<file path="src/hdl/mdu_macros.svh">
`ifndef MDU_MACROS_SVH
`define MDU_MACROS_SVH

// --------------------
// issue queue sizing
// --------------------

// number of queue entries, power of two
`define IQ_SIZE 8

// head and tail pointer width
`define IQ_PTR_LEN 3

// --------------------
// operands and wakeup
// --------------------

// source operands per micro-op
`define SRC_COUNT 2

// common data bus broadcast ports
`define CDB_COUNT 2

`endif

</file>
<file path="src/hdl/cpu_types_pkg.sv">
`default_nettype none

package cpu_types_pkg;

    // data word and ROB tag
    typedef logic [31:0] word_t;
    typedef logic [5:0]  rob_id_t;

    // --------------------
    // operand slot
    // --------------------

    // present means value holds real data, otherwise wait on tag
    typedef struct packed {
        logic    present;
        rob_id_t tag;
        word_t   value;
    } operand_t;

    // one CDB broadcast port
    typedef struct packed {
        logic    valid;
        rob_id_t tag;
        word_t   data;
    } cdb_t;

endpackage

`default_nettype wire

</file>
<file path="src/hdl/mdu_pkg.sv">
`default_nettype none

`include "mdu_macros.svh"

package mdu_pkg;

    // low word, signed high word, unsigned high word
    typedef enum logic [1:0] {
        MUL_W   = 2'd0,
        MULH_W  = 2'd1,
        MULH_WU = 2'd2
    } mul_op_e;

    // --------------------
    // queue side
    // --------------------

    // one dispatch slot, also the stored entry contents
    typedef struct packed {
        mul_op_e                                    op;
        cpu_types_pkg::rob_id_t                     dest;
        cpu_types_pkg::operand_t [`SRC_COUNT-1:0]   src;
    } dispatch_t;

    // --------------------
    // multiplier side
    // --------------------

    typedef struct packed {
        mul_op_e                                op;
        cpu_types_pkg::rob_id_t                 dest;
        cpu_types_pkg::word_t [`SRC_COUNT-1:0]  data;
    } mul_req_t;

    typedef struct packed {
        cpu_types_pkg::rob_id_t dest;
        cpu_types_pkg::word_t   data;
    } mul_res_t;

endpackage

`default_nettype wire

</file>
<file path="src/hdl/iq_entry.sv">
`timescale 1ns/100ps
`default_nettype none

`include "mdu_macros.svh"

module iq_entry (
    input  wire logic                                       clk,
    input  wire logic                                       rst_n_i,
    input  wire logic                                       flush_i,
    input  wire logic                                       wr_en_i,
    input  wire mdu_pkg::dispatch_t                         wr_data_i,
    input  wire cpu_types_pkg::cdb_t [`CDB_COUNT-1:0]       cdb_i,
    input  wire logic                                       clear_i,
    output logic                                            ready_o,
    output mdu_pkg::dispatch_t                              entry_o
);

    logic               valid_q;
    mdu_pkg::dispatch_t entry_q;
    mdu_pkg::dispatch_t entry_d;

    // --------------------
    // operand wakeup
    // --------------------

    // new op or held op, then merge any CDB hit into absent operands
    always_comb begin
        entry_d = wr_en_i ? wr_data_i : entry_q;
        for (int s = 0; s < `SRC_COUNT; s++) begin
            for (int c = 0; c < `CDB_COUNT; c++) begin
                if (!entry_d.src[s].present && cdb_i[c].valid &&
                    (cdb_i[c].tag == entry_d.src[s].tag)) begin
                    entry_d.src[s].present = 1'b1;
                    entry_d.src[s].value   = cdb_i[c].data;
                end
            end
        end
    end

    always_ff @(posedge clk) begin
        entry_q <= entry_d;
    end

    // --------------------
    // valid bit
    // --------------------
    always_ff @(posedge clk) begin
        if (!rst_n_i || flush_i) begin
            valid_q <= 1'b0;
        end else if (wr_en_i) begin
            valid_q <= 1'b1;
        end else if (clear_i) begin
            valid_q <= 1'b0;
        end
    end

    // ready only from registered operands
    always_comb begin
        ready_o = valid_q;
        for (int s = 0; s < `SRC_COUNT; s++) begin
            ready_o = ready_o & entry_q.src[s].present;
        end
    end

    assign entry_o = entry_q;

endmodule

`default_nettype wire

</file>
<file path="config.mk">
export PLATFORM = sky130hd
export DESIGN_NAME = iq_entry
export DESIGN_NICKNAME = d
export VERILOG_FILES = /design/src/hdl/cpu_types_pkg.sv /design/src/hdl/mdu_pkg.sv /design/src/hdl/iq_entry.sv
export VERILOG_INCLUDE_DIRS = /design/src /design/src/hdl
export SDC_FILE = /design/constraint.sdc
export NUM_CORES = 1
export LEC_CHECK = 0
export BUFFER_PORTS_ARGS = -buffer_cell sky130_fd_sc_hd__buf_4
export CAP_MARGIN = 10
export CORE_MARGIN = 4
export CORE_UTILIZATION = 35
export DETAILED_ROUTE_END_ITERATION = 10
export PLACE_DENSITY_LB_ADDON = 0.3
export REMOVE_ABC_BUFFERS = 1
export SYNTH_ARGS = -nofsm -noshare
export SYNTH_HDL_FRONTEND = slang
export SYNTH_SLANG_ARGS = --single-unit
</file>
<file path="constraint.sdc">
create_clock -name clk -period 3.7 [get_ports clk]
set_clock_uncertainty 0.15 [all_clocks]
set_input_delay 0.555 -clock clk [delete_from_list [all_inputs] [get_ports clk]]
set_output_delay 0.555 -clock clk [all_outputs]
set_load 0.005 [all_outputs]
</file>
Word level (Yosys, flattened, before mapping)
Cells that the tools add are included.
- input port bits: 169
- flip-flop bits (word level): 87
- output and inout port bits: 87
- eq/ne operators: 4
- bitwise operators: 2
- muxes and demuxes: 9
- reduce and logical (&&, ||, !) cells: 17
- operator list (kind ; count):
    $mux W32 ; 4
    $mux W78 ; 1
    $eq A6 B6 Y1 ; 4
    $logic_and A1 B1 Y1 ; 8
    $reduce_bool A3 Y1 ; 2
    $logic_not A1 Y1 ; 5
    $mux W1 ; 4
    $and A1 B1 Y1 ; 2
    $reduce_bool A2 Y1 ; 1
    $logic_or A1 B1 Y1 ; 1

Depth between registers and ports, before layout
- depth after elaboration: 9
- gate-level depth with buffers: 10
- gate-level depth less buffers: 6

Least setup slack after synthesis
No wires, ideal clock.
- kind: input to register
- start: input wr_en_i
- end: register entry_q (netlist bit entry_o[0]), enable pin
- path slack: -0.214 ns
- stages on the path: 6
- arrival time: 3.334 ns
- setup time: 0.431 ns
- path through: buf_6 -> buf_6 -> mux2i_2 -> xnor2_1 -> or4_4 -> o211ai_1
- word-level cells in the longest chain between the ends: 9
- RTL lines (what ; RTL line ; text):
    start: declaration ; iq_entry.sv:10 ; input wire logic wr_en_i,
    branches (longest 8 deep; another with $mux W78) ; - ;
    $reduce_bool A3 Y1 (no line) * ; - ;
    end signal: assignment ; iq_entry.sv:41 ; entry_q <= entry_d;
    end: declaration ; iq_entry.sv:19 ; mdu_pkg::dispatch_t entry_q;
Mark *: on every way between the ends. The select of a mux whose other input is x is not followed.
A chain may end at the register's enable or synchronous reset.

Final worst setup path
- start: input wr_en_i
- end: register entry_q (netlist bit entry_o[47]), enable pin
The elaborated chain is that of the path after synthesis.

==> key figures <==
Yosys
  – Sequential-to-total area share from yosys stat: 49.1%
  – Synth warnings: 0
  – Post-synthesis cell count: approximately 410
  – Cell Area, Synth: about 0.005 mm²
  – Mean Syn Cell Area: between 10 and 15 µm²
  – Synthesized flop and latch total: 87
  – Synth top area cells: edfxtp_1 (43%), mux2i_1 (15%), mux2_4 (8.7%), dfxtp_1 (6.0%), mux2_2 (5.8%)
  – Post-synth top area share: between 40% and 50%
  – Yosys top cell by area: edfxtp_1
  – Distinct cells, synth: 25

Clocking
  – # Post-CTS Setup Buffers: 0
  – Clk Latency, worst-skew pair: between 0.3 and 0.4 ns
  – Clk sinks: 87
  – CTS tree: done
  – Post_cts resized: 0
  – Clock root cell: clkbuf_16
  – H-tree levels: 3
  – Cts bufs inserted: 9
  – Clk slew on worst S/H paths: ~0.060 ns
  – Hold buffer count at cts: 0
  – Clk buf depth: 2

Finish
  – Nets: between 800 and 900
  – Share of cells above drive strength 1: about 52%
  – Ant. Diodes: 0
  – Area Growth Syn to Fin: 47.4%
  – Final Util: ~53%
  – Final Cell Area: between 0.007 and 0.008 mm²
  – Commonest non-fill, non-tap cell in the layout: buf_4
  – Fillers: 1244
  – Final cell count without fillers: 849
  – Commonest cells after routing, fill and taps aside: buf_4 (270), mux2i_1 (74), edfxtp_1 (72), nand2_1 (66), inv_1 (46)

Power and ir drop
  – Sequential power share: 47.1%
  – Psw: slightly above 0.6 mW
  – IR drop worst, VDD: just under 200 µV
  – Switch share: about a quarter
  – P_int: between 1.5 and 2 mW
  – Clock network fraction of total power: roughly a third
  – P per Cell Area: 344 mW/mm²
  – Power, Total: 2.54 mW
  – Leakage: 3.98 nW
  – Comb pwr share: roughly a fifth

Floorplanning
  – Horiz. Die Dim: 128 µm
  – Initial Util: about 36%
  – Die area: about 0.016 mm²
  – Rows: between 40 and 50
  – CORE AREA: between 0.01 and 0.015 mm²
  – IO Count: 256
  – Die H: between 100 and 150 µm

Place
  – IO Port Bufs: roughly 260
  – Dpl cell area: ~0.0071 mm²
  – Hpwl dp: 11500 µm
  – Placed Cells: ~830
  – Final Wtd Congestion: between 0.8 and 0.9

Global route
  – Initial antenna violation count: 0
  – Vias in the first global route: 4424
  – GRT Util Overall: between 10% and 20%
  – Largest net degree at the start of global routing: 68
  – Grt ovf: 0
  – First-pass GRT wire length: 22700 µm

Timing
  – Tmin final: 2.94 ns
  – Final setup vio count: 0
  – Final hold viol count: 0
  – Final Max Slew Viols: 0
  – Tcrit/Tclk final: 79.3%
  – RSZ-0062 raised after global routing: no
  – WHS: ~0.22 ns
  – Worst slew pin tran: around 0.71 ns
  – F_max: ~0.34 GHz
  – Slew headroom: a little over half

Critical path
  – Worst-path fanout max: 32
  – Req. time, crit path: roughly 3.5 ns
  – Setup crit end kind: flop
  – Most frequent CP cell: buf_4
  – Top cell family by delay on the critical path: simple AND/OR/NAND/NOR gates
  – Crit-path max cell delay: roughly 0.44 ns
  – Buf/Inv on CP: 2
  – Worst Path Arrival: between 2 and 3 ns
  – Crit path launch type: primary input
  – CP max-delay cell: or4_1
  – Reg2reg setup slack: between 1 and 1.5 ns
  – Worst setup path class: primary input to flop
  – Worst path cell trace: buf_4, mux2i_1, xor2_1, nand4_1, or4_1, nand3b_4, nand3_2, buf_4

Detailed routing
  – Remaining antenna violation count: 0
  – Avg WL per Cell: approximately 18 µm
  – Total detailed-routing wirelength: between 15000 and 20000 µm
  – Via Count: between 4k and 5k
  – Pre-antenna DRT Iters: 4
  – Avg Vias per Cell: roughly 4.7
  – Drt initial violations: between 150 and 200
  – # DRC: 0

Run
  – Max-Cap Viols: 0

Min path
  – Worst min path class: primary input to flop

Status
  – Status: completed
worst register-to-register path, cell delays in order, from the launching register on:
cell      delay (ns)
dfxtp_1         0.32
mux2i_1         0.28
xor2_1          0.20
nand4_1         0.10
or4_1           0.44
nand3b_4        0.22
nand3_2         0.09
buf_4           0.42
sequential cells by signal, indices dropped and copies added, names as in the netlist:
signal,cells
valid_q,1
entry_o,86
power by group through the flow:
stage | clock [mW] | sequential [mW] | combinational, mW
final | 0.817 | 1.20 | 0.528
after global routing | 0.893 | 1.20 | 0.573
after CTS | 0.844 | 1.20 | 0.537
after detailed placement | 0 | 1.22 | 0.536
after global placement | 0 | 1.22 | 0.527
after floorplan | 0 | 1.22 | 0.173
per-stage QoR:
step	TNS [ns]	setup slack, ns
after global routing	0	0.573
final	0	0.764
after CTS	0	0.743
after floorplan	-144.43	-1.74
after detailed placement	0	0.386
after global placement	0	0.381
final timing paths:
| check | end | start | depth (start not counted) |
|---|---|---|---|
| min | valid_q | flush_i | 2 |
| max reg2reg | entry_o[47] | entry_o[72] | 7 |
| min reg2reg | valid_q | valid_q | 2 |
| max | entry_o[47] | wr_en_i | 8 |
final cells by class:
cell class / instances / area, µm² / area share (%)
inverter: 46 / 173 / 2.34
timing repair buffer: 271 / 2050 / 27.7
multi-input combinational: 249 / 2230 / 30.1
clock inverter: 2 / 10.0 / 0.136
tap: 180 / 225 / 3.05
sequential: 87 / 2460 / 33.3
clock buffer: 14 / 244 / 3.30
routing by layer:
layer / vias to the layer above / share of wire [%] / routed length [µm] / track usage [%]
li1: 1923 / - / - / -
met1: 1880 / 38 / 5770 / 20.5
met2: 192 / 49 / 7420 / 31.1
met3: 19 / 10 / 1570 / 6.54
met4: 0 / 1.8 / 276 / 5.93
met5: - / 0 / 0 / 0
cells in the mapped netlist:
cell / n
nor4_1: 2
mux2_4: 29
dfxtp_1: 15
inv_1: 46
xor2_1: 12
edfxtp_1: 72
clkbuf_1: 6
or4_4: 1
and3_1: 1
buf_6: 8
o211ai_1: 1
xnor2_1: 12
nand3_1: 3
mux2_1: 9
mux2i_1: 74
buf_2: 8
nor3b_1: 1
nand4_1: 4
a21oi_1: 1
mux2i_2: 4
mux2_2: 26
nand3b_4: 2
or4_1: 1
buf_1: 1
nand2_1: 66
logic make-up (layout without fill, tap and decap cells):
| logic type | count (synthesis) | after routing | share of synthesized area (%) |
|---|---|---|---|
| mux | 142 | 142 | 32.4 |
| flops | 87 | 87 | 49.1 |
| simple gates | 81 | 81 | 7.44 |
| buf+inv | 69 | 333 | 6.57 |
| xor+xnor | 24 | 24 | 4.19 |
| compound gates | 2 | 2 | 0.250 |
Note: power is estimated with default switching activity, not from simulation.
