--- config.mk ---
export PLATFORM = sky130hd
export DESIGN_NAME = mul_unit
export DESIGN_NICKNAME = d
export VERILOG_FILES = /design/src/hdl/cpu_types_pkg.sv /design/src/hdl/mdu_pkg.sv /design/src/hdl/mul_unit.sv
export VERILOG_INCLUDE_DIRS = /design/src /design/src/hdl
export SDC_FILE = /design/constraint.sdc
export NUM_CORES = 2
export LEC_CHECK = 0
export ABC_AREA = 1
export BUFFER_PORTS_ARGS = -buffer_cell sky130_fd_sc_hd__buf_2
export CORE_ASPECT_RATIO = 0.7
export CORE_MARGIN = 3
export CORE_UTILIZATION = 30
export CTS_CLUSTER_SIZE = 25
export DETAILED_ROUTE_END_ITERATION = 8
export PLACE_DENSITY = 0.48
export SLEW_MARGIN = 25
export SYNTH_ARGS = -nofsm -noshare
export SYNTH_HDL_FRONTEND = slang
export SYNTH_SLANG_ARGS = --single-unit
--- constraint.sdc ---
create_clock -name clk -period 13.18 [get_ports clk]
set_input_delay 3.295 -clock clk [delete_from_list [all_inputs] [get_ports clk]]
set_output_delay 3.295 -clock clk [all_outputs]
set_load 0.005 [all_outputs]
--- src/hdl/mdu_macros.svh ---
`ifndef MDU_MACROS_SVH
`define MDU_MACROS_SVH

// --------------------
// issue queue sizing
// --------------------

// number of queue entries, power of two
`define IQ_SIZE 8

// head and tail pointer width
`define IQ_PTR_LEN 3

// --------------------
// operands and wakeup
// --------------------

// source operands per micro-op
`define SRC_COUNT 2

// common data bus broadcast ports
`define CDB_COUNT 2

`endif

--- src/hdl/cpu_types_pkg.sv ---
`default_nettype none

package cpu_types_pkg;

    // data word and ROB tag
    typedef logic [31:0] word_t;
    typedef logic [5:0]  rob_id_t;

    // --------------------
    // operand slot
    // --------------------

    // present means value holds real data, otherwise wait on tag
    typedef struct packed {
        logic    present;
        rob_id_t tag;
        word_t   value;
    } operand_t;

    // one CDB broadcast port
    typedef struct packed {
        logic    valid;
        rob_id_t tag;
        word_t   data;
    } cdb_t;

endpackage

`default_nettype wire

--- src/hdl/mdu_pkg.sv ---
`default_nettype none

`include "mdu_macros.svh"

package mdu_pkg;

    // low word, signed high word, unsigned high word
    typedef enum logic [1:0] {
        MUL_W   = 2'd0,
        MULH_W  = 2'd1,
        MULH_WU = 2'd2
    } mul_op_e;

    // --------------------
    // queue side
    // --------------------

    // one dispatch slot, also the stored entry contents
    typedef struct packed {
        mul_op_e                                    op;
        cpu_types_pkg::rob_id_t                     dest;
        cpu_types_pkg::operand_t [`SRC_COUNT-1:0]   src;
    } dispatch_t;

    // --------------------
    // multiplier side
    // --------------------

    typedef struct packed {
        mul_op_e                                op;
        cpu_types_pkg::rob_id_t                 dest;
        cpu_types_pkg::word_t [`SRC_COUNT-1:0]  data;
    } mul_req_t;

    typedef struct packed {
        cpu_types_pkg::rob_id_t dest;
        cpu_types_pkg::word_t   data;
    } mul_res_t;

endpackage

`default_nettype wire

--- src/hdl/mul_unit.sv ---
`timescale 1ns/100ps
`default_nettype none

module mul_unit (
    input  wire logic                   clk,
    input  wire logic                   rst_n_i,
    input  wire logic                   flush_i,
    input  wire mdu_pkg::mul_req_t      req_i,
    input  wire logic                   req_valid_i,
    output logic                        accept_o,
    output mdu_pkg::mul_res_t           res_o,
    output logic                        res_valid_o,
    input  wire logic                   fifo_ready_i
);

    logic                   sign_ext;
    logic [63:0]            a_ext;
    logic [63:0]            b_ext;
    logic                   s2_adv;
    logic                   s1_valid_q;
    logic [63:0]            s1_prod_q;
    mdu_pkg::mul_op_e       s1_op_q;
    cpu_types_pkg::rob_id_t s1_dest_q;

    // only the signed high word needs sign extension
    assign sign_ext = (req_i.op == mdu_pkg::MULH_W);
    assign a_ext = sign_ext ? {{32{req_i.data[0][31]}}, req_i.data[0]} : {32'b0, req_i.data[0]};
    assign b_ext = sign_ext ? {{32{req_i.data[1][31]}}, req_i.data[1]} : {32'b0, req_i.data[1]};

    // stall chain from the output FIFO back to stage 1
    assign s2_adv   = !res_valid_o || fifo_ready_i;
    assign accept_o = !s1_valid_q || s2_adv;

    // --------------------
    // stage 1 product
    // --------------------
    always_ff @(posedge clk) begin
        if (!rst_n_i || flush_i) begin
            s1_valid_q <= 1'b0;
        end else if (accept_o) begin
            s1_valid_q <= req_valid_i;
        end
    end

    always_ff @(posedge clk) begin
        if (accept_o) begin
            s1_prod_q <= a_ext * b_ext;
            s1_op_q   <= req_i.op;
            s1_dest_q <= req_i.dest;
        end
    end

    // --------------------
    // stage 2 word select
    // --------------------
    always_ff @(posedge clk) begin
        if (!rst_n_i || flush_i) begin
            res_valid_o <= 1'b0;
        end else if (s2_adv) begin
            res_valid_o <= s1_valid_q;
        end
    end

    always_ff @(posedge clk) begin
        if (s2_adv) begin
            res_o.dest <= s1_dest_q;
            res_o.data <= (s1_op_q == mdu_pkg::MUL_W) ? s1_prod_q[31:0] : s1_prod_q[63:32];
        end
    end

endmodule

`default_nettype wire

Word level (Yosys, flattened, before mapping)
Cells that the tools add are included.
{"block": "word_totals", "reg_bits": 112, "latchBits": 0, "mem_bits_rw": 0, "mem_bits_ro": 0, "out_inout_bits": 40, "word_cells": 19, "mem_count": 0}
{"block": "classes", "add_sub_neg": 0, "multipliers": 1, "div_mod_pow": 0, "n_lt_le_gt_ge": 0, "n_eq_ne": 1, "n_shift": 0, "mux": 3, "bitwise": 0, "reduce_logical": 7}
{"operator": "64-bit two-way mux", "count": 2}
{"operator": "64-bit by 64-bit multiplier with 64-bit output", "count": 1}
{"operator": "32-bit two-way mux", "count": 1}
{"operator": "1-bit zero test", "count": 3}
{"operator": "1-bit logical OR", "count": 3}
{"operator": "2-bit by 1-bit == test with 1-bit output, second input constant", "count": 1}
{"operator": "2-bit zero test", "count": 1}

Logic depth before layout (Yosys ltp)
{"block": "depth", "depth_word": 3, "mapped_depth": 44}

Worst setup path after synthesis
No wires, ideal clock.
{"block": "synth_path", "path_kind": "input to register", "start": "input port req_i[71] (netlist name)", "end": "register s1_prod_q[55], data pin", "setup_ns": 0.253, "arrival_time_ns": 11.668, "setup_slack_ns": 1.259, "cell_stages": 33, "path_cell_list": "inv_1 -> nand2_4 -> buf_2 -> buf_1 -> buf_2 -> nor2_1 -> fa_1 -> inv_1 -> fa_1 -> inv_1 -> fa_1 -> inv_1 -> fa_1 -> inv_1 -> fa_1 -> fa_1 -> fa_1 -> fa_1 -> fa_1 -> inv_1 -> fa_1 -> inv_1 -> ha_1 -> nand2_2 -> nor2_1 -> inv_2 -> nor2_2 -> inv_2 -> nor2_1 -> nand3_1 -> or2_1 -> nand4_1 -> nand2_1"}
{"block": "synth_between", "elab_chain_cells": 3}
{"element": "from (decl)", "line": "mul_unit.sv:8", "source": "input wire mdu_pkg::mul_req_t req_i,"}
{"element": "2-bit by 1-bit == test with 1-bit output (*)", "line": "mul_unit.sv:26", "source": "assign sign_ext = (req_i.op == mdu_pkg::MULH_W);"}
{"element": "64-bit two-way mux, on equally long branches", "line": "mul_unit.sv:27, mul_unit.sv:28"}
{"element": "64-bit by 64-bit multiplier with 64-bit output (*)", "line": "mul_unit.sv:47", "source": "s1_prod_q <= a_ext * b_ext;"}
{"element": "to (signal assigned)", "line": "mul_unit.sv:47"}
{"element": "to (decl)", "line": "mul_unit.sv:21", "source": "logic [63:0] s1_prod_q;"}
Mark *: on every way between the ends. The rest lies on a longest branch, timed or not.
A chain may end at the register's enable or synchronous reset.

Worst setup path after layout
{"block": "layout_path", "start": "input port req_i[31] (netlist name)", "end": "register s1_prod_q[60], data pin"}
{"block": "layout_between", "elab_chain_cells": 2}
{"element": "64-bit two-way mux", "line": "mul_unit.sv:27", "source": "assign a_ext = sign_ext ? {{32{req_i.data[0][31]}}, req_i.data[0]} : {32'b0, req_i.data[0]};"}
{"element": "64-bit by 64-bit multiplier with 64-bit output", "line": "mul_unit.sv:47"}
Every way passes these cells.

==> run_results.csv <==
group,metric,value,unit
worst_hold_path,hp-class,"reg -> reg",
flow_run,drv_cap,0,
status,status,"complete, no violations",
setup_path,crit_fanout,18,
clock_network,hold_buffers,0,
synthesis,synth_cell_type_count,45,
sta,skew,0.0110,ns
finish,syn_to_final_growth,7.16,%
sta,finalSetupTns,0,ns
place,portBuffers,116,
synthesis,synthFlopType,"edfxtp_1",
place,place.gp.congestion,0.937,
synthesis,syn_area_per_cell,8.56,µm²
clock_network,cts-resized-gates,0,
sta,period_share,92.0,%
synthesis,netlist_area,53400,µm²
setup_path,endpoint_kind,"register",
sta,setup_viol,0,
synthesis,synth_seq_cells,112,
synthesis,yosysSeqAreaShare,6.26,%
setup_path,path_delay_family,"adder cells",
synthesis,synth_cells,6246,
detailed_routing,routed_wl,183000,µm
detailed_routing,dr.pass1.iters,5,
clock_network,cts_buffers,9,
setup_path,r2r_slack,11.45,ns
floorplan,die_area,183000,µm²
finish,nFillCells,18700,
clock_network,insertion_delay,0.36,ns
sta,maxSlewViolCount,0,
setup_path,crit_arrival,12.24,ns
synthesis,yosys_warnings,0,
synthesis,yosys-top-cells-area,"fa_1, inv_1, nand2_1",
global_routing,first_global_vias,42100,
detailed_routing,final_antenna_net_count,0,
setup_path,cp_common_cell,"fa_1",
setup_path,cp_num_cells,31,
global_routing,track_usage,20.4,%
worst_hold_path,min_path_cells,0,
setup_path,reg2regPathDepth,2,
setup_path,cp_num_buf_inv,9,
floorplan,io_pins,117,
floorplan,die_y,359,µm
sta,rsz0062_at_grt,"no",
global_routing,grt_max_degree,67,
clock_network,cts_max_level,3,
sta,max_slew_margin,28.2,%
setup_path,start_kind,"primary input",
worst_hold_path,hold_start,"s1_dest_q[4]",
clock_network,tritoncts,"built",
sta,hold_viol,0,
place,hpwl,164000,µm
synthesis,synth_common_cells,"inv_1, fa_1, nand2_1",
detailed_routing,drc_errors,0,
synthesis,synthArstFlopShare,0,%
global_routing,overflow,0,
synthesis,synth-edff-count,110,
floorplan,die_x,510,µm
synthesis,synth.most_common_cell,"inv_1",
synthesis,yosysTopAreaCellShare,53.1,%
synthesis,synth_top_area_cell,"fa_1",
floorplan,coreArea,176000,µm²
floorplan,rows,128,
finish,layout.nets,8066,
detailed_routing,vias,38400,
clock_network,cts.root.buffer_cell,"clkbuf_16",
global_routing,antenna_found_initial,10,
setup_path,r2r_end,"s1_prod_q[1]",
clock_network,clk_path_buf_depth,2,
clock_network,post_cts_buffers,0,
sta,max_freq,82.5,MHz
setup_path,max_stage_delay,0.78,ns
sta,worst_pin_slew,1.08,ns
clock_network,clk_pin_slew,0.09,ns
clock_network,clock_sinks,112,
synthesis,synth_nets,8051,
floorplan,start_util,30.4,%
detailed_routing,wl_per_cell,21.3,µm
global_routing,grt_pass1_wl,276000,µm
setup_path,required,13.30,ns
worst_hold_path,hold_end,"res_o[36]",
setup_path,path_class,"in -> reg",
detailed_routing,vias_per_cell,4.46,
setup_path,cp_slowest_cell,"fa_1",
setup_path,r2r-start,"res_valid_o",
sta,period_needed,12.12,ns
finish,drive_above_1_share,5.47,%
detailed_routing,drt_iter0_drc,3180,
[worst register-to-register path, stage by stage, from the launching register on]
cell	delay (ns)
dfxtp_1	0.38
nand3_4	0.20
buf_4	0.74
[layer usage]
metal | wire [µm] | part of all wire [%] | global-route usage (%) | vias to the layer above
met5 | 13 | 0.0071 | 0 | -
met4 | 2010 | 1.1 | 2.09 | 2
met3 | 20400 | 11 | 6.82 | 100
met2 | 69300 | 38 | 27.3 | 1336
met1 | 91600 | 50 | 32.1 | 19800
li1 | - | - | - | 17200
[cell type report]
class,count,area (µm²),share of cell area (%)
multi-input cells,3713,41000,71.6
inverters,2202,8270,14.4
flip-flops and latches,112,3340,5.84
well taps,2340,2930,5.11
repair buffers,223,1400,2.44
clock buffers,9,225,0.393
clock inverters,7,78.8,0.138
diodes,1,2.50,0.00437
[cell families after synthesis]
kind of cell	share of synthesized area, %
XOR/XNOR	1.14
AO/OA/AOI/OAI	2.18
buffers and inverters	17.0
multiplexers	0.674
AND/OR/NAND/NOR	12.4
adder cells (fa/ha/maj)	60.4
flip-flops	6.26
[sequential cells by signal (all words and copies together) (netlist names)]
register,count
res_o,38
res_valid_o,1
s1_dest_q,6
s1_op_q,2
s1_prod_q,64
s1_valid_q,1
[metrics by stage]
step	std cells	cell area [µm²]	util, %	worst slack (ns)	hold WS, ns
6_report	8607	57300	32.6	1.06	0.433
5_1_grt	8606	57300	32.6	0.516	0.449
4_1_cts	8606	57300	32.6	1.03	0.438
3_5_place_dp	8590	57000	32.5	0.616	0.406
3_3_place_gp	8590	57000	32.5	0.667	0.401
2_1_floorplan	6246	53400	-	1.26	0.400
[cells in the final DEF (no fill, tap or decap), drive strengths merged, types with 3 or more instances in the layout]
cell type,n
inv,2207
fa,1418
nand2,1367
ha,310
buf,223
nor2,203
edfxtp,110
a21oi,96
nand3,66
o21ai,62
xor2,51
mux2,32
xnor2,18
o21bai,16
nor3,12
nand4,11
a31oi,11
a21o,9
clkbuf,9
nand3b,5
or2,5
nor4,4
o21a,4
and3,4
a21boi,3
[worst max path at each step]
stage / from / end / slack [ns]
2_1_floorplan: req_i[71] / s1_prod_q[55] / 1.26
3_3_place_gp: req_i[71] / s1_prod_q[55] / 0.67
3_5_place_dp: req_i[71] / s1_prod_q[60] / 0.62
4_1_cts: req_i[71] / s1_prod_q[60] / 1.03
5_1_grt: req_i[71] / s1_prod_q[55] / 0.52
6_report: req_i[31] / s1_prod_q[60] / 1.06
Power is left out: the tool's default activity adds up to more than one toggle a clock period on the data nets, which glitch-free logic cannot reach.
