File: src/hdl/mdu_macros.svh
`ifndef MDU_MACROS_SVH
`define MDU_MACROS_SVH

// --------------------
// issue queue sizing
// --------------------

// number of queue entries, power of two
`define IQ_SIZE 8

// head and tail pointer width
`define IQ_PTR_LEN 3

// --------------------
// operands and wakeup
// --------------------

// source operands per micro-op
`define SRC_COUNT 2

// common data bus broadcast ports
`define CDB_COUNT 2

`endif

File: src/hdl/cpu_types_pkg.sv
`default_nettype none

package cpu_types_pkg;

    // data word and ROB tag
    typedef logic [31:0] word_t;
    typedef logic [5:0]  rob_id_t;

    // --------------------
    // operand slot
    // --------------------

    // present means value holds real data, otherwise wait on tag
    typedef struct packed {
        logic    present;
        rob_id_t tag;
        word_t   value;
    } operand_t;

    // one CDB broadcast port
    typedef struct packed {
        logic    valid;
        rob_id_t tag;
        word_t   data;
    } cdb_t;

endpackage

`default_nettype wire

File: src/hdl/mdu_pkg.sv
`default_nettype none

`include "mdu_macros.svh"

package mdu_pkg;

    // low word, signed high word, unsigned high word
    typedef enum logic [1:0] {
        MUL_W   = 2'd0,
        MULH_W  = 2'd1,
        MULH_WU = 2'd2
    } mul_op_e;

    // --------------------
    // queue side
    // --------------------

    // one dispatch slot, also the stored entry contents
    typedef struct packed {
        mul_op_e                                    op;
        cpu_types_pkg::rob_id_t                     dest;
        cpu_types_pkg::operand_t [`SRC_COUNT-1:0]   src;
    } dispatch_t;

    // --------------------
    // multiplier side
    // --------------------

    typedef struct packed {
        mul_op_e                                op;
        cpu_types_pkg::rob_id_t                 dest;
        cpu_types_pkg::word_t [`SRC_COUNT-1:0]  data;
    } mul_req_t;

    typedef struct packed {
        cpu_types_pkg::rob_id_t dest;
        cpu_types_pkg::word_t   data;
    } mul_res_t;

endpackage

`default_nettype wire

File: src/hdl/iq_alloc.sv
`timescale 1ns/100ps
`default_nettype none

`include "mdu_macros.svh"

module iq_alloc (
    input  wire logic                                   clk,
    input  wire logic                                   rst_n_i,
    input  wire logic                                   flush_i,
    input  wire logic [1:0]                             choose_i,
    input  wire mdu_pkg::dispatch_t [1:0]               dispatch_i,
    input  wire logic                                   issue_i,
    output logic                                        entry_ready_o,
    output logic [`IQ_SIZE-1:0]                         wr_en_o,
    output mdu_pkg::dispatch_t [`IQ_SIZE-1:0]           wr_data_o
);

    localparam int PTR_W  = `IQ_PTR_LEN;
    localparam int FREE_W = `IQ_PTR_LEN + 1;

    logic [1:0]         take;
    logic [1:0]         take_cnt;
    logic [PTR_W-1:0]   tail_q;
    logic [PTR_W-1:0]   tail_p1;
    logic [PTR_W-1:0]   tail_d;
    logic [FREE_W-1:0]  free_q;
    logic [FREE_W-1:0]  free_d;
    mdu_pkg::dispatch_t first_slot;

    // choose bits only count while the queue said it had room
    assign take     = choose_i & {2{entry_ready_o}};
    assign take_cnt = {1'b0, take[0]} + {1'b0, take[1]};

    assign tail_p1 = tail_q + 1'b1;
    assign tail_d  = tail_q + PTR_W'(take_cnt);
    assign free_d  = free_q - FREE_W'(take_cnt) + FREE_W'(issue_i);

    // a lone slot 1 still lands at the tail
    assign first_slot = take[0] ? dispatch_i[0] : dispatch_i[1];

    // --------------------
    // write steering
    // --------------------
    for (genvar i = 0; i < `IQ_SIZE; i++) begin : g_steer
        assign wr_en_o[i] = ((take != 2'b00) && (tail_q == PTR_W'(i))) ||
                            ((&take) && (tail_p1 == PTR_W'(i)));
        assign wr_data_o[i] = ((&take) && (tail_p1 == PTR_W'(i))) ? dispatch_i[1]
                                                                   : first_slot;
    end

    // --------------------
    // tail and free count
    // --------------------
    always_ff @(posedge clk) begin
        if (!rst_n_i || flush_i) begin
            tail_q        <= '0;
            free_q        <= FREE_W'(`IQ_SIZE);
            entry_ready_o <= 1'b1;
        end else begin
            tail_q        <= tail_d;
            free_q        <= free_d;
            // room for a full dual dispatch next cycle
            entry_ready_o <= (free_d >= FREE_W'(2));
        end
    end

endmodule

`default_nettype wire

File: config.mk
export PLATFORM = sky130hd
export DESIGN_NAME = iq_alloc
export DESIGN_NICKNAME = d
export VERILOG_FILES = /design/src/hdl/cpu_types_pkg.sv /design/src/hdl/mdu_pkg.sv /design/src/hdl/iq_alloc.sv
export VERILOG_INCLUDE_DIRS = /design/src /design/src/hdl
export SDC_FILE = /design/constraint.sdc
export NUM_CORES = 1
export LEC_CHECK = 0
export BUFFER_PORTS_ARGS = -buffer_cell sky130_fd_sc_hd__buf_2
export CORE_AREA = 2 2 343 345
export CTS_CLUSTER_SIZE = 30
export DETAILED_ROUTE_END_ITERATION = 16
export DIE_AREA = 0 0 345 347
export SLEW_MARGIN = 20
export SYNTH_ARGS = -nofsm -noshare
export SYNTH_HDL_FRONTEND = slang
export SYNTH_SLANG_ARGS = --single-unit
File: constraint.sdc
create_clock -name clk -period 3.2 [get_ports clk]
set_input_delay 0.64 -clock clk [delete_from_list [all_inputs] [get_ports clk]]
set_output_delay 0.64 -clock clk [all_outputs]
set_load 0.005 [all_outputs]
# After elaboration in Yosys (flattened, before gate mapping)
# Cells that the tools add are included.
[classes]
magnitude_cmp = 1
n_bitwise = 1
reduce_logical = 30
n_eq_ne = 14
addsub = 5
mux = 9
[op_table]
columns = ["operator", "n"]
rows = [
  ["86-bit two-way mux", 9],
  ["3-bit equality test (second input constant)", 8],
  ["1-bit logical AND", 16],
  ["3-bit by 2-bit equality test with 1-bit output (second input constant)", 4],
  ["1-bit logical OR", 9],
  ["3-bit by 1-bit equality test with 1-bit output (second input constant)", 2],
  ["3-bit zero test", 2],
  ["4-bit by 1-bit adder with 4-bit output", 1],
  ["4-bit by 2-bit greater-or-equal comparator with 1-bit output (second input constant)", 1],
  ["4-bit by 2-bit subtractor with 4-bit output", 1],
  ["3-bit by 1-bit adder with 3-bit output (second input constant)", 1],
  ["3-bit by 2-bit adder with 3-bit output", 1],
  ["1-bit by 1-bit adder with 2-bit output", 1],
  ["2-bit AND", 1],
  ["2-bit AND reduction", 1],
  ["2-bit nonzero test", 1],
  ["1-bit zero test", 1],
]
[totals]
inputBits = 178
register_bits = 8
out_inout_bits = 697

# Depth between registers and ports, before layout
[depth]
word_depth = 5
mapped_depth = 11
depth_no_buf = 10

# Worst setup path after synthesis
# No wires, ideal clock.
[synth_path]
path_kind = "input-to-output"
start = "input choose_i[0]"
end = "output wr_data_o[591] (netlist bit)"
arrival_time_ps = 2248
setup_slack_ps = 312
t_required_ps = 2560
path_buffers = 3
stages = 8
cell_sequence = "and2_1 buf_2 ha_1 nor3b_2 a21oi_2 buf_4 buf_4 mux2_2"
[synth_rtl]
columns = ["item", "line_no", "text"]
rows = [
  ["start, declared", "iq_alloc.sv:10", "input wire logic [1:0] choose_i,"],
  ["end, declared", "iq_alloc.sv:15", "output mdu_pkg::dispatch_t [`IQ_SIZE-1:0] wr_data_o"],
]

==> results.json <==
{
  "wl_per_cell_um": 22.7,
  "critical_path_buf_inv_count": 4,
  "grt_overflow": 0,
  "cts_buffers": 3,
  "h-tree-depth": 1,
  "layout-drive-gt1-share": 0.957,
  "syn_inst": 850,
  "ctsRootBufferMaster": "clkbuf_16",
  "clkPwrFrac": 0.032,
  "rr_worst_depth": 10,
  "multi_input_area_sq_um": 8480,
  "clk_latency_ns": 0.23,
  "power.switching_w": 0.00294,
  "ant_nets": 0,
  "maxCapViolCount": 0,
  "synth_nets": 1040,
  "grt_pass1_wl_mm": 97.9,
  "synth_flop_cell": "dfxtp_1",
  "die_area_sq_um": 120000,
  "hold_ws_ns": 0.685,
  "pwr-share-seq": 0.023,
  "cts_tree": "built",
  "drc": 0,
  "setup.worst_path.start_class": "primary input",
  "grt_pass1_vias": 11400,
  "grt_util_all_layers": 0.115,
  "crit_path_max_fanout": 20,
  "outcome": "finished clean",
  "antenna_found_initial": 22,
  "initial_core_util": 0.0787,
  "seqCellArea_sq_um": 161,
  "finalInstanceArea_sq_um": 16400,
  "crit_slowest_cell": "mux2_2",
  "setup_viol_count_final": 0,
  "totalWireLength_mm": 74.7,
  "path_clk_slew_ns": 0.03,
  "hold_viol_final": 0,
  "drt_iter0_markers": 839,
  "skew_ns": 0.00239,
  "endpoint_kind": "output port",
  "netSwitchingFraction": 0.454,
  "hold_buffers": 0,
  "portBuffers": 874,
  "reg2reg_slack_ns": 0.43,
  "peakVddDrop_v": 0.000270,
  "cp_data_arrival_time_ns": 2.52,
  "critical_path.max_stage_delay_ns": 0.39,
  "p_int_w": 0.00354,
  "worst_pin_slew_ns": 0.469,
  "min_path_type": "reg -> reg",
  "grt_max_degree": 40,
  "cp_cell_sequence": "buf_4, and2_4, ha_4, nor3b_4, buf_4, a21oi_4, buf_4, mux2_2, buf_2",
  "synth-seq-area-share": 0.0176,
  "synth_async_sr_flop_share": 0,
  "required_ns": 2.56,
  "clock_sinks": 8,
  "period_minus_slack_ns": 3.16,
  "p_per_area_nw_per_um2": 395,
  "nets": 1944,
  "fillers": 13200,
  "synth_edf_count": 0,
  "fp.dieH_um": 347,
  "clock_path_buffers": 2,
  "period_share": 0.987,
  "cp.depth": 9,
  "synth_cell_type_count": 36,
  "dr.pass1.iters": 5,
  "synth.avg_cell_area_sq_um": 10.7,
  "crit_path_frequent_cell": "buf_4",
  "worstSetupPathType": "in -> out",
  "synth_area_sq_um": 9110,
  "dr_total_vias": 11600,
  "fmax_mhz": 317,
  "num_rows": 125,
  "place_area_sq_um": 15900,
  "setup_tns_ns": 0,
  "pwr-share-comb": 0.945,
  "synth_seq_cells": 8,
  "dieWidth_um": 345,
  "gp_congestion": 0.822,
  "min_path_cells": 3,
  "core_sq_um": 116000,
  "cpLargestDelayFamily": "buffers and inverters",
  "slew_headroom": 0.687,
  "yosysWarnings": 0,
  "area_growth_pct": 80.2,
  "p_leak_nw": 7.37,
  "io_pins": 875,
  "rsz0062_at_grt": "yes",
  "hpwlAfterDp_mm": 62.9,
  "maxSlewViolCount": 0,
  "vias_per_cell": 3.54
}
[cells in the final DEF (no fill, tap or decap), drive strengths merged, types with 4 or more instances in the layout]
| cell type | instances |
|---|---|
| mux2 | 689 |
| and2 | 4 |
| buf | 974 |
| dfxtp | 8 |
| diode | 15 |
| clkbuf | 4 |
| inv | 16 |
| nand2 | 7 |
| ha | 10 |
| nand2b | 4 |
| a21oi | 4 |
| nor2 | 6 |
[cells in the mapped netlist, types with 2 or more instances]
| master | instances | area [sq um] |
|---|---|---|
| mux2_2 | 638 | 7180 |
| buf_2 | 44 | 220 |
| mux2_4 | 40 | 601 |
| buf_4 | 20 | 150 |
| inv_1 | 16 | 60.1 |
| buf_6 | 12 | 135 |
| mux2_1 | 11 | 124 |
| ha_1 | 10 | 125 |
| dfxtp_1 | 8 | 160 |
| nand2_1 | 7 | 26.3 |
| nor2_1 | 6 | 22.5 |
| and2_1 | 4 | 25.0 |
| nand2b_1 | 3 | 18.8 |
| o22ai_1 | 3 | 18.8 |
| a21oi_1 | 2 | 10.0 |
| a21oi_2 | 2 | 17.5 |
| fa_1 | 2 | 40.0 |
| o21ai_1 | 2 | 10.0 |
| o31ai_1 | 2 | 15.0 |
| xor2_1 | 2 | 17.5 |
[cell families (layout without fill, tap and decap cells)]
group / count (synthesis) / count (layout) / share of synthesized area
buffers and inverters: 93 / 995 / 0.0625
multiplexers: 689 / 689 / 0.869
adder cells (fa/ha/maj): 12 / 12 / 0.0181
flip-flops: 8 / 8 / 0.0176
AND/OR/NAND/NOR: 29 / 29 / 0.0183
AO/OA/AOI/OAI: 16 / 16 / 0.0121
XOR/XNOR: 3 / 3 / 0.00289
other: 0 / 15 / 0
[state kept, by name (all words and copies together) (netlist names)]
signal,count
tail_q,3
entry_ready_o,1
free_q,4
[routing by layer]
layer / global-route usage / vias to the layer above / share of wire
li1: - / 5097 / -
met1: 0.153 / 5657 / 0.43
met2: 0.193 / 778 / 0.47
met3: 0.0182 / 110 / 0.072
met4: 0.0299 / 0 / 0.030
met5: 0 / - / 0
[what timing repair did]
action	4_1_cts	5_1_grt
resized for setup	17	10
pin swaps	1	3
cloned	5	1
setup endpoints to repair	400	241
setup buffers	11	3
[metrics by stage]
| step | cells | total power (W) | util | setup slack (ns) |
|---|---|---|---|---|
| 3_5_place_dp | 3254 | 0.00603 | 0.137 | -0.151 |
| 5_1_grt | 3276 | 0.00684 | 0.141 | -0.00154 |
| 4_1_cts | 3272 | 0.00648 | 0.141 | 0.0134 |
| 6_report | 3291 | 0.00648 | 0.142 | 0.0421 |
| 3_3_place_gp | 3254 | 0.00600 | 0.137 | -0.124 |
| 2_1_floorplan | 850 | 0.00320 | - | 0.312 |
[worst register-to-register path, stage by stage (launching register included)]
cell,delay [ns]
dfxtp_2,0.41
and2_4,0.22
buf_6,0.17
inv_1,0.14
ha_1,0.36
ha_1,0.21
inv_1,0.06
ha_1,0.27
and3_1,0.20
nor4b_1,0.41
o211ai_1,0.17
[final timing paths]
path	from	to
min	free_q[3]	free_q[3]
min reg2reg	free_q[3]	free_q[3]
max reg2reg	entry_ready_o	entry_ready_o
max	choose_i[0]	wr_data_o[530]
[layout make-up]
cell class / count / area share
Multi-Input combinational cell: 749 / 0.517
Timing Repair Buffer: 976 / 0.347
Tap cell: 1524 / 0.116
Sequential cell: 8 / 0.00983
Clock buffer: 3 / 0.00457
Inverter: 16 / 0.00366
Antenna cell: 15 / 0.00229
[power groups by stage]
stage	clock network (W)	logic (W)	registers, W
finish	0.000210	0.00613	0.000147
global route	0.000217	0.00648	0.000150
CTS	0.000213	0.00612	0.000145
detailed placement	0	0.00588	0.000145
global placement	0	0.00586	0.000144
floorplan	0	0.00306	0.000138
No activity file was read; power rests on OpenSTA's default activity.
