## config.mk

```make
export PLATFORM = sky130hd
export DESIGN_NAME = iq_issue
export DESIGN_NICKNAME = d
export VERILOG_FILES = /design/src/hdl/cpu_types_pkg.sv /design/src/hdl/mdu_pkg.sv /design/src/hdl/iq_issue.sv
export VERILOG_INCLUDE_DIRS = /design/src /design/src/hdl
export SDC_FILE = /design/constraint.sdc
export NUM_CORES = 1
export LEC_CHECK = 0
export ABC_AREA = 1
export ABC_CLOCK_PERIOD_IN_PS = 1600
export BUFFER_PORTS_ARGS = -buffer_cell sky130_fd_sc_hd__buf_4
export CORE_AREA = 3 3 302 304
export DETAILED_ROUTE_END_ITERATION = 12
export DIE_AREA = 0 0 305 307
export MAX_ROUTING_LAYER = met4
export PLACE_DENSITY = 0.3
export SETUP_SLACK_MARGIN = 0.1
export SLEW_MARGIN = 10
export SYNTH_ARGS = -nofsm -noshare
export SYNTH_HDL_FRONTEND = slang
export SYNTH_SLANG_ARGS = --single-unit
```

## constraint.sdc

```tcl
create_clock -name clk -period 1.6 [get_ports clk]
set_input_delay 0.08 -clock clk [delete_from_list [all_inputs] [get_ports clk]]
set_output_delay 0.08 -clock clk [all_outputs]
set_load 0.03 [all_outputs]
```

## src/hdl/mdu_macros.svh

```systemverilog
`ifndef MDU_MACROS_SVH
`define MDU_MACROS_SVH

// --------------------
// issue queue sizing
// --------------------

// number of queue entries, power of two
`define IQ_SIZE 8

// head and tail pointer width
`define IQ_PTR_LEN 3

// --------------------
// operands and wakeup
// --------------------

// source operands per micro-op
`define SRC_COUNT 2

// common data bus broadcast ports
`define CDB_COUNT 2

`endif

```

## src/hdl/cpu_types_pkg.sv

```systemverilog
`default_nettype none

package cpu_types_pkg;

    // data word and ROB tag
    typedef logic [31:0] word_t;
    typedef logic [5:0]  rob_id_t;

    // --------------------
    // operand slot
    // --------------------

    // present means value holds real data, otherwise wait on tag
    typedef struct packed {
        logic    present;
        rob_id_t tag;
        word_t   value;
    } operand_t;

    // one CDB broadcast port
    typedef struct packed {
        logic    valid;
        rob_id_t tag;
        word_t   data;
    } cdb_t;

endpackage

`default_nettype wire

```

## src/hdl/mdu_pkg.sv

```systemverilog
`default_nettype none

`include "mdu_macros.svh"

package mdu_pkg;

    // low word, signed high word, unsigned high word
    typedef enum logic [1:0] {
        MUL_W   = 2'd0,
        MULH_W  = 2'd1,
        MULH_WU = 2'd2
    } mul_op_e;

    // --------------------
    // queue side
    // --------------------

    // one dispatch slot, also the stored entry contents
    typedef struct packed {
        mul_op_e                                    op;
        cpu_types_pkg::rob_id_t                     dest;
        cpu_types_pkg::operand_t [`SRC_COUNT-1:0]   src;
    } dispatch_t;

    // --------------------
    // multiplier side
    // --------------------

    typedef struct packed {
        mul_op_e                                op;
        cpu_types_pkg::rob_id_t                 dest;
        cpu_types_pkg::word_t [`SRC_COUNT-1:0]  data;
    } mul_req_t;

    typedef struct packed {
        cpu_types_pkg::rob_id_t dest;
        cpu_types_pkg::word_t   data;
    } mul_res_t;

endpackage

`default_nettype wire

```

## src/hdl/iq_issue.sv

```systemverilog
`timescale 1ns/100ps
`default_nettype none

`include "mdu_macros.svh"

module iq_issue (
    input  wire logic                                   clk,
    input  wire logic                                   rst_n_i,
    input  wire logic                                   flush_i,
    input  wire logic [`IQ_SIZE-1:0]                    ready_i,
    input  wire mdu_pkg::dispatch_t [`IQ_SIZE-1:0]      entry_i,
    input  wire logic                                   accept_i,
    output logic [`IQ_SIZE-1:0]                         clear_o,
    output logic                                        issue_o,
    output mdu_pkg::mul_req_t                           req_o,
    output logic                                        req_valid_o
);

    localparam int PTR_W = `IQ_PTR_LEN;
    localparam int SIZE  = `IQ_SIZE;

    logic [PTR_W-1:0]   head_q;
    logic               fire;
    mdu_pkg::dispatch_t head_entry;
    mdu_pkg::mul_req_t  req_d;

    // strictly in order, only the head may go
    assign head_entry = entry_i[head_q];
    assign fire       = ready_i[head_q] & accept_i;
    assign issue_o    = fire;
    assign clear_o    = fire ? (SIZE'(1) << head_q) : '0;

    // strip tags, keep only operand values
    always_comb begin
        req_d.op   = head_entry.op;
        req_d.dest = head_entry.dest;
        for (int s = 0; s < `SRC_COUNT; s++) begin
            req_d.data[s] = head_entry.src[s].value;
        end
    end

    // --------------------
    // head and request regs
    // --------------------
    always_ff @(posedge clk) begin
        if (!rst_n_i || flush_i) begin
            head_q      <= '0;
            req_valid_o <= 1'b0;
        end else begin
            if (fire) begin
                head_q <= head_q + 1'b1;
            end
            // hold the request while the multiplier is stalled
            if (accept_i) begin
                req_valid_o <= fire;
            end
        end
    end

    always_ff @(posedge clk) begin
        if (accept_i) begin
            req_o <= req_d;
        end
    end

endmodule

`default_nettype wire

```

Yosys cells after proc, flatten, opt, wreduce, memory -nomap -nowiden
Cells that the tools add are included.
{"block": "totals", "reg_bits": 76, "output_inout_bits": 82, "wordCells": 17}
{"block": "op_classes", "n_addsub": 1, "n_lt_le_gt_ge": 1, "n_shift": 1, "mux": 5, "bitwise_logic": 1, "reduce_logical": 2}
{"operator": "$bmux 86 s3", "n": 1}
{"operator": "$mux 86", "n": 1}
{"operator": "$mux 8", "n": 1}
{"operator": "$shl 1x3->8 const A", "n": 1}
{"operator": "$lt 3x4->1 const B", "n": 1}
{"operator": "$add 3x1->3 const B", "n": 1}
{"operator": "$bmux 1 s3", "n": 1}
{"operator": "$and 1x1->1", "n": 1}
{"operator": "$logic_not 1->1", "n": 1}
{"operator": "$logic_or 1x1->1", "n": 1}
{"operator": "$mux 1", "n": 1}

Longest topological paths before layout
Gate-level depths: netlist (run 1).
{"block": "logic_depth", "word_depth": 4, "depth_mapped": 9, "depth_no_buf": 8}

Worst setup path before layout (run 1)
No wires, ideal clock.
{"block": "synth_path", "path_type": "flip-flop to output port", "from": "register head_q[2]", "to": "output clear_o[3]", "arrival_time_ns": 1.563, "t_required_ns": 1.520, "slack_ns": -0.043, "stages_incl_launch_ff": 7, "path_buffers": 2, "cell_sequence": "dfxtp_1 -> inv_1 -> buf_2 -> clkbuf_1 -> ha_1 -> inv_1 -> nor2_1"}
{"block": "synth_via", "elab_chain_cells": 4}
{"item": "start, declared", "line_no": "iq_issue.sv:22", "source": "logic [PTR_W-1:0] head_q;"}
{"item": "start signal, assigned", "line_no": "iq_issue.sv:51", "source": "head_q <= head_q + 1'b1;"}
{"item": "$bmux 1 s3", "line_no": "iq_issue.sv:29", "source": "assign fire = ready_i[head_q] & accept_i;"}
{"item": "$mux 1 (implied by the code)", "line_no": "iq_issue.sv:29"}
{"item": "$and 1x1->1", "line_no": "iq_issue.sv:29"}
{"item": "$mux 8 (*)", "line_no": "iq_issue.sv:31", "source": "assign clear_o = fire ? (SIZE'(1) << head_q) : '0;"}
{"item": "end, declared", "line_no": "iq_issue.sv:13", "source": "output logic [`IQ_SIZE-1:0] clear_o,"}
Mark *: on every way between the ends. The rest lies on a longest branch, timed or not. The select of a mux whose other input is x is not followed.

==> results.json, run 1 <==
{
  "ys_types": 23,
  "crit_family": "buffers and inverters",
  "min_path_type": "in -> reg",
  "fin_crit_sh": 1.26,
  "syn-cell-area_mm2": 0.00750,
  "drt_iter0_markers": 769,
  "rsz0062_at_grt": "yes",
  "numPortBuffers": 669,
  "yosysTopAreaCellShare": 0.288,
  "dp_hpwl_um": 47800,
  "synthArstFlopShare": 0,
  "core_mm2": 0.0885,
  "rows": 109,
  "dp.cells": 3039,
  "setup_viol": 79,
  "clockBufferDepth": 2,
  "initial_core_util": 0.0848,
  "worst_slack_ps": -415,
  "syn_inst": 1192,
  "clk_latency_ps": 380,
  "synth_edf_count": 72,
  "reg2reg_slack_ps": -420,
  "period_needed_ps": 2020,
  "ys_seq_area_frac": 0.299,
  "wl_per_cell_um": 19.6,
  "first_global_vias": 12257,
  "cts.sinks": 76,
  "fmax_ghz": 0.496,
  "end_kind": "flip-flop",
  "startpoint_type": "flip-flop",
  "relSlewSlack": 0.647,
  "cp_common_cell": "nor2_1",
  "area_delta_synth_final_pct": 124,
  "synth_top_cell_by_area": "edfxtp_1",
  "multi_input_area_mm2": 0.00540,
  "required_ps": 1710,
  "slowest_delay_ps": 410,
  "synthTopCellsByArea": "edfxtp_1 (29%), nor2_1 (26%), o21ai_0 (19%)",
  "grt_pass1_wl_um": 84900,
  "crit_end": "req_o[48]$_DFFE_PP_",
  "stdcell_count": 3109,
  "wl_um": 60800,
  "cp_num_cells": 9,
  "drc": 0,
  "whs_ps": 81.9,
  "grt_max_degree": 56,
  "hold_violations": 0,
  "p_per_area_mw_per_mm2": 511,
  "htreeDepth": 3,
  "peakVddDrop_v": 0.000506,
  "cts_tree": "built",
  "drive_gt1_frac": 0.535,
  "crit_type": "reg -> reg",
  "synthFlopType": "edfxtp_1",
  "reg2reg_from": "head_q[0]$_SDFFE_PP0P_",
  "die_h_um": 307,
  "die_w_um": 305,
  "vias": 11645,
  "violations": "setup timing",
  "cp.arrival_ps": 2130,
  "place.gp.congestion": 0.906,
  "fillers": 10075,
  "crit_start": "head_q[0]$_SDFFE_PP0P_",
  "clkTransAtPathRegs_ps": 80,
  "status": "complete, but fails checks",
  "final_area_mm2": 0.0168,
  "worstReg2RegEnd": "req_o[48]$_DFFE_PP_",
  "syn_avg_cell_area_um2": 6.29,
  "antenna_found_initial": 4,
  "fin_skew_ps": 18.1,
  "ys_ff_latch": 76,
  "synth_warnings": 0,
  "track_usage": 0.126,
  "seqCellArea_mm2": 0.00225,
  "overflow": 0,
  "place_ws_ps": -332,
  "rr_worst_depth": 9,
  "drtAntennaViolNets": 0,
  "syn_nets": 1898,
  "layout.nets": 2642,
  "path_cells": "buf_4, buf_16, buf_6, buf_12, bufbuf_16, nor2_1, nor2_1, o21ai_0, a31oi_4",
  "ios": 782,
  "slew_violations": 0,
  "p_leak_uw": 0.00722,
  "holdBufCountCts": 0,
  "cts_buffers": 9,
  "report.power.total_uw": 8570,
  "crit_buf_inv": 5,
  "root_buffer": "clkbuf_16",
  "cp_slowest_cell": "dfxtp_4",
  "viasPerCell": 3.75,
  "path_max_fanout": 10,
  "cap_violations": 0,
  "tightestPinTransition_ps": 523,
  "drt-pass1-iter-count": 5,
  "dpl_cell_area_mm2": 0.0146,
  "die_area_mm2": 0.0936
}
==> registers in the layout (all words and copies together), names as in the netlist <==
signal,flops
head_q,3
req_o,72
req_valid_o,1
==> worst min-delay path by stage <==
stage	startpoint	endpoint	slack (ps)	depth (start not counted)
floorplan	accept_i	req_o[0]$_DFFE_PP_	190	0
global placement	entry_i[103]	req_o[17]$_DFFE_PP_	480	3
detailed placement	entry_i[324]	req_o[59]$_DFFE_PP_	490	3
CTS	entry_i[153]	req_o[60]$_DFFE_PP_	30	3
global route	entry_i[325]	req_o[60]$_DFFE_PP_	60	3
finish	entry_i[323]	req_o[58]$_DFFE_PP_	80	3
==> worst register-to-register path, stage by stage (launching register included) <==
cell and delay (ps):
dfxtp_4 410, buf_4 160, buf_16 120, buf_6 120, buf_12 150, bufbuf_16 320
nor2_1 120, nor2_1 50, o21ai_0 170, a31oi_4 120
==> per-layer routing <==
metal,global-route usage,share of wire,wire (um),vias to the layer above
li1,-,-,-,5635
met1,0.152,0.42,25800,5501
met2,0.213,0.50,30300,482
met3,0.0311,0.067,4080,27
met4,0.0225,0.010,633,0
met5,-,0,0,-
==> timing repair <==
action	CTS	global route
pin swaps	52	104
cloned	9	7
gates resized for setup	178	213
endpoints found under the setup margin	82	84
setup buffers	20	18
==> cell families after synthesis <==
| logic type | share of synthesized area |
|---|---|
| AOI/OAI and AO/OA | 0.313 |
| buffers and inverters | 0.100 |
| DFF | 0.299 |
| and+or+nand+nor | 0.277 |
| adders and majority gates | 0.0100 |
==> through the flow <==
step,TNS (ps),util
after floorplan,0,-
after CTS,-21620,0.178
after global routing,-28550,0.190
after detailed placement,-4830,0.165
after global placement,-4560,0.165
final,-21230,0.190
==> synth_stat cells, types with 4 or more instances <==
master,instances
edfxtp_1,72
buf_4,11
ha_1,6
nor2_1,513
inv_1,19
buf_6,26
nand2_1,17
nand3_1,7
a31oi_1,72
dfxtp_1,4
o21ai_0,281
clkbuf_1,53
o21ai_1,7
buf_2,13
o22ai_1,72
buf_1,8
==> layout by cell type, fill, tap and decap left out, types with 14 or more instances in the layout <==
| master | Yosys | layout |
|---|---|---|
| buf_6 | 26 | 30 |
| nor2_1 | 513 | 425 |
| clkbuf_16 | 0 | 16 |
| edfxtp_1 | 72 | 72 |
| nand2_1 | 17 | 17 |
| buf_4 | 11 | 756 |
| nor2_4 | 0 | 32 |
| nor2_2 | 0 | 56 |
| a31oi_1 | 72 | 65 |
| o22ai_1 | 72 | 47 |
| o21ai_2 | 0 | 30 |
| o21ai_1 | 7 | 61 |
| o22ai_2 | 0 | 22 |
| inv_1 | 19 | 14 |
| buf_12 | 0 | 28 |
| o21ai_0 | 281 | 185 |
==> power by group <==
group / internal, uW / switching (uW) / total, uW / leakage (uW)
Combinational: 1980 / 1800 / 3790 / 0.00634
Clock: 1210 / 1130 / 2340 / 0.000145
Sequential: 2380 / 62.9 / 2440 / 0.000737
Total: 5580 / 3000 / 8570 / 0.00722
==> area by class of cell <==
type | count | area share
diodes | 3 | 0.000447
clock buffers | 9 | 0.0134
clock inverters | 7 | 0.00395
inverters | 21 | 0.00656
multi-input cells | 983 | 0.322
flip-flops and latches | 76 | 0.134
well taps | 1165 | 0.0869
repair buffers | 845 | 0.433
(Power assumes the default switching activity.)
==> run 2: changes to the inputs <==
--- a/config.mk
+++ b/config.mk
@@ -9,11 +9,13 @@
 export ABC_AREA = 1
 export ABC_CLOCK_PERIOD_IN_PS = 1600
 export BUFFER_PORTS_ARGS = -buffer_cell sky130_fd_sc_hd__buf_4
-export CORE_AREA = 3 3 302 304
+export CELL_PAD_IN_SITES_DETAIL_PLACEMENT = 0
+export CELL_PAD_IN_SITES_GLOBAL_PLACEMENT = 1
+export CORE_AREA = 3 3 306 308
 export DETAILED_ROUTE_END_ITERATION = 12
-export DIE_AREA = 0 0 305 307
+export DIE_AREA = 0 0 309 311
 export MAX_ROUTING_LAYER = met4
-export PLACE_DENSITY = 0.3
+export PLACE_DENSITY = 0.35
 export SETUP_SLACK_MARGIN = 0.1
 export SLEW_MARGIN = 10
 export SYNTH_ARGS = -nofsm -noshare
==> run 2 against run 1 <==
Net effect:
- the flow still finishes with violations (setup timing)
- sequential share of layout area shrank 1.5 points
- first-iteration DRC count down 15%
- routed wire length rose by 17%
- critical path type is now reg -> out
- critical endpoint is now issue_o
- largest cell class unchanged
- largest power group unchanged
- highest routed layer unchanged
==> results.json, run 2 (synthesis results as in run 1) <==
{
  "status": "complete, but fails checks",
  "violations": "setup timing",
  "overflow": 0,
  "top_regs": "req_o x72, head_q x3, req_valid_o x1",
  "cp_slowest_cell": "dfxtp_4",
  "p_per_area_mw_per_mm2": 479,
  "cts_tree": "built",
  "final_area_mm2": 0.0190,
  "ios": 782,
  "path_max_fanout": 8,
  "rsz0062_at_grt": "yes",
  "postLayoutCoreUtil": 0.207,
  "cts.sinks": 76,
  "clkPwrFrac": 0.239,
  "regMostFlops": "req_o",
  "initial_core_util": 0.0821,
  "p_int_uw": 5750,
  "clockBufferDepth": 2,
  "crit_family": "simple AND/OR/NAND/NOR gates",
  "hold_violations": 0,
  "fmax_ghz": 0.541,
  "drc": 0,
  "drive_gt1_frac": 0.635,
  "cap_violations": 0,
  "slew_violations": 0,
  "path_cells": "buf_12, or2_0, nand3_1, nand3_2, nand3_4, inv_4, buf_4, buf_6",
  "largest_reg_flops": 72,
  "seqPwrFrac": 0.269,
  "wl_per_cell_um": 22.4,
  "period_needed_ps": 1850,
  "grt_pass1_wl_um": 95200,
  "area_delta_synth_final_pct": 153,
  "final_cell_mix": "buf_4 (726), nor2_1 (363), o21ai_2 (102)",
  "clk_latency_ps": 390,
  "worst_slack_ps": -250,
  "crit_buf_inv": 4,
  "cp.arrival_ps": 1770,
  "place.gp.congestion": 0.852,
  "drtAntennaViolNets": 0,
  "die_area_mm2": 0.0961,
  "track_usage": 0.142,
  "crit_type": "reg -> out",
  "swShare": 0.367,
  "die_h_um": 311,
  "clkTransAtPathRegs_ps": 80,
  "slowest_delay_ps": 370,
  "die_w_um": 309,
  "wl_um": 70900,
  "relSlewSlack": 0.730,
  "dp_hpwl_um": 50900,
  "core_mm2": 0.0914,
  "root_buffer": "clkbuf_16",
  "dpl_cell_area_mm2": 0.0145,
  "drt-pass1-iter-count": 5,
  "place_ws_ps": -338,
  "peakVddDrop_v": 0.000526,
  "antenna_found_initial": 8,
  "required_ps": 1520,
  "setup_viol": 78,
  "final_common_cell": "buf_4",
  "first_global_vias": 12975,
  "drt_iter0_markers": 655,
  "p_leak_uw": 0.00793,
  "startpoint_type": "flip-flop",
  "fin_skew_ps": 10.1,
  "viasPerCell": 3.74,
  "htreeDepth": 3,
  "end_kind": "output port",
  "grt_max_degree": 45,
  "vias": 11864,
  "report.power.total_uw": 9090,
  "rows": 111,
  "layout.nets": 2682,
  "holdBufCountCts": 0,
  "fin_crit_sh": 1.16,
  "p_comb_frac": 0.492,
  "tightestPinTransition_ps": 403,
  "cts_buffers": 9,
  "min_path_type": "in -> reg",
  "p_switching_uw": 3340,
  "numPortBuffers": 669
}
## run 2: worst register-to-register path: stages (launching register included)
cell     delay, ps
dfxtp_4        370
buf_12         140
buf_4          130
buf_12         140
buf_16         170
buf_12         160
o21ai_2        120
o22ai_2        100
nor2_1         130
a31oi_2         60
## run 2: stage by stage
step / hold WS (ps) / setup TNS (ps) / instances
6_report: 54.9 / -9800 / 3170
5_1_grt: 45.1 / -15430 / 3170
4_1_cts: 13.6 / -11230 / 3145
3_5_place_dp: 481 / -2060 / 3048
3_3_place_gp: 481 / -1680 / 3048
2_1_floorplan: 192 / 0 / 1192
## run 2: path summary, 6_finish.rpt
kind / startpoint / slack (ps) / cells past startpoint / to
setup / recovery: head_q[0]$_SDFFE_PP0P_ / -250 / 8 / issue_o
hold / removal: entry_i[273] / 50 / 3 / req_o[15]$_DFFE_PP_
setup reg to reg: head_q[0]$_SDFFE_PP0P_ / -190 / 9 / req_o[0]$_DFFE_PP_
hold reg to reg: req_valid_o$_SDFFE_PP0P_ / 500 / 2 / req_valid_o$_SDFFE_PP0P_
## run 2: final cells by class
cell class,instances,area (um^2)
Antenna cell,4,10.0
Clock buffer,9,225
Clock inverter,6,32.5
Fill cell,10380,72400
Inverter,21,110
Multi-Input combinational cell,983,6410
Sequential cell,76,2250
Tap cell,1186,1480
Timing Repair Buffer,885,8440
## run 2: what timing repair did
item	4_1_cts	5_1_grt
gates resized for setup	494	364
pin swaps	102	179
setup endpoints to repair	82	85
setup buffers	54	17
gates cloned	29	12
## run 2: power groups by stage
stage | combinational (uW) | clock [uW] | sequential, uW
6_report | 4480 | 2170 | 2440
5_1_grt | 4800 | 2420 | 2460
4_1_cts | 4100 | 2380 | 2450
3_5_place_dp | 3300 | 0 | 2490
3_3_place_gp | 3310 | 0 | 2490
2_1_floorplan | 941 | 0 | 2790
## run 2: per-layer routing
layer  track usage  share of wire  vias to the layer above
li1              -              -                     5740
met1         0.168           0.42                     5650
met2         0.237           0.48                      433
met3        0.0446          0.083                       41
met4        0.0292          0.016                        0
met5             -              0                        -
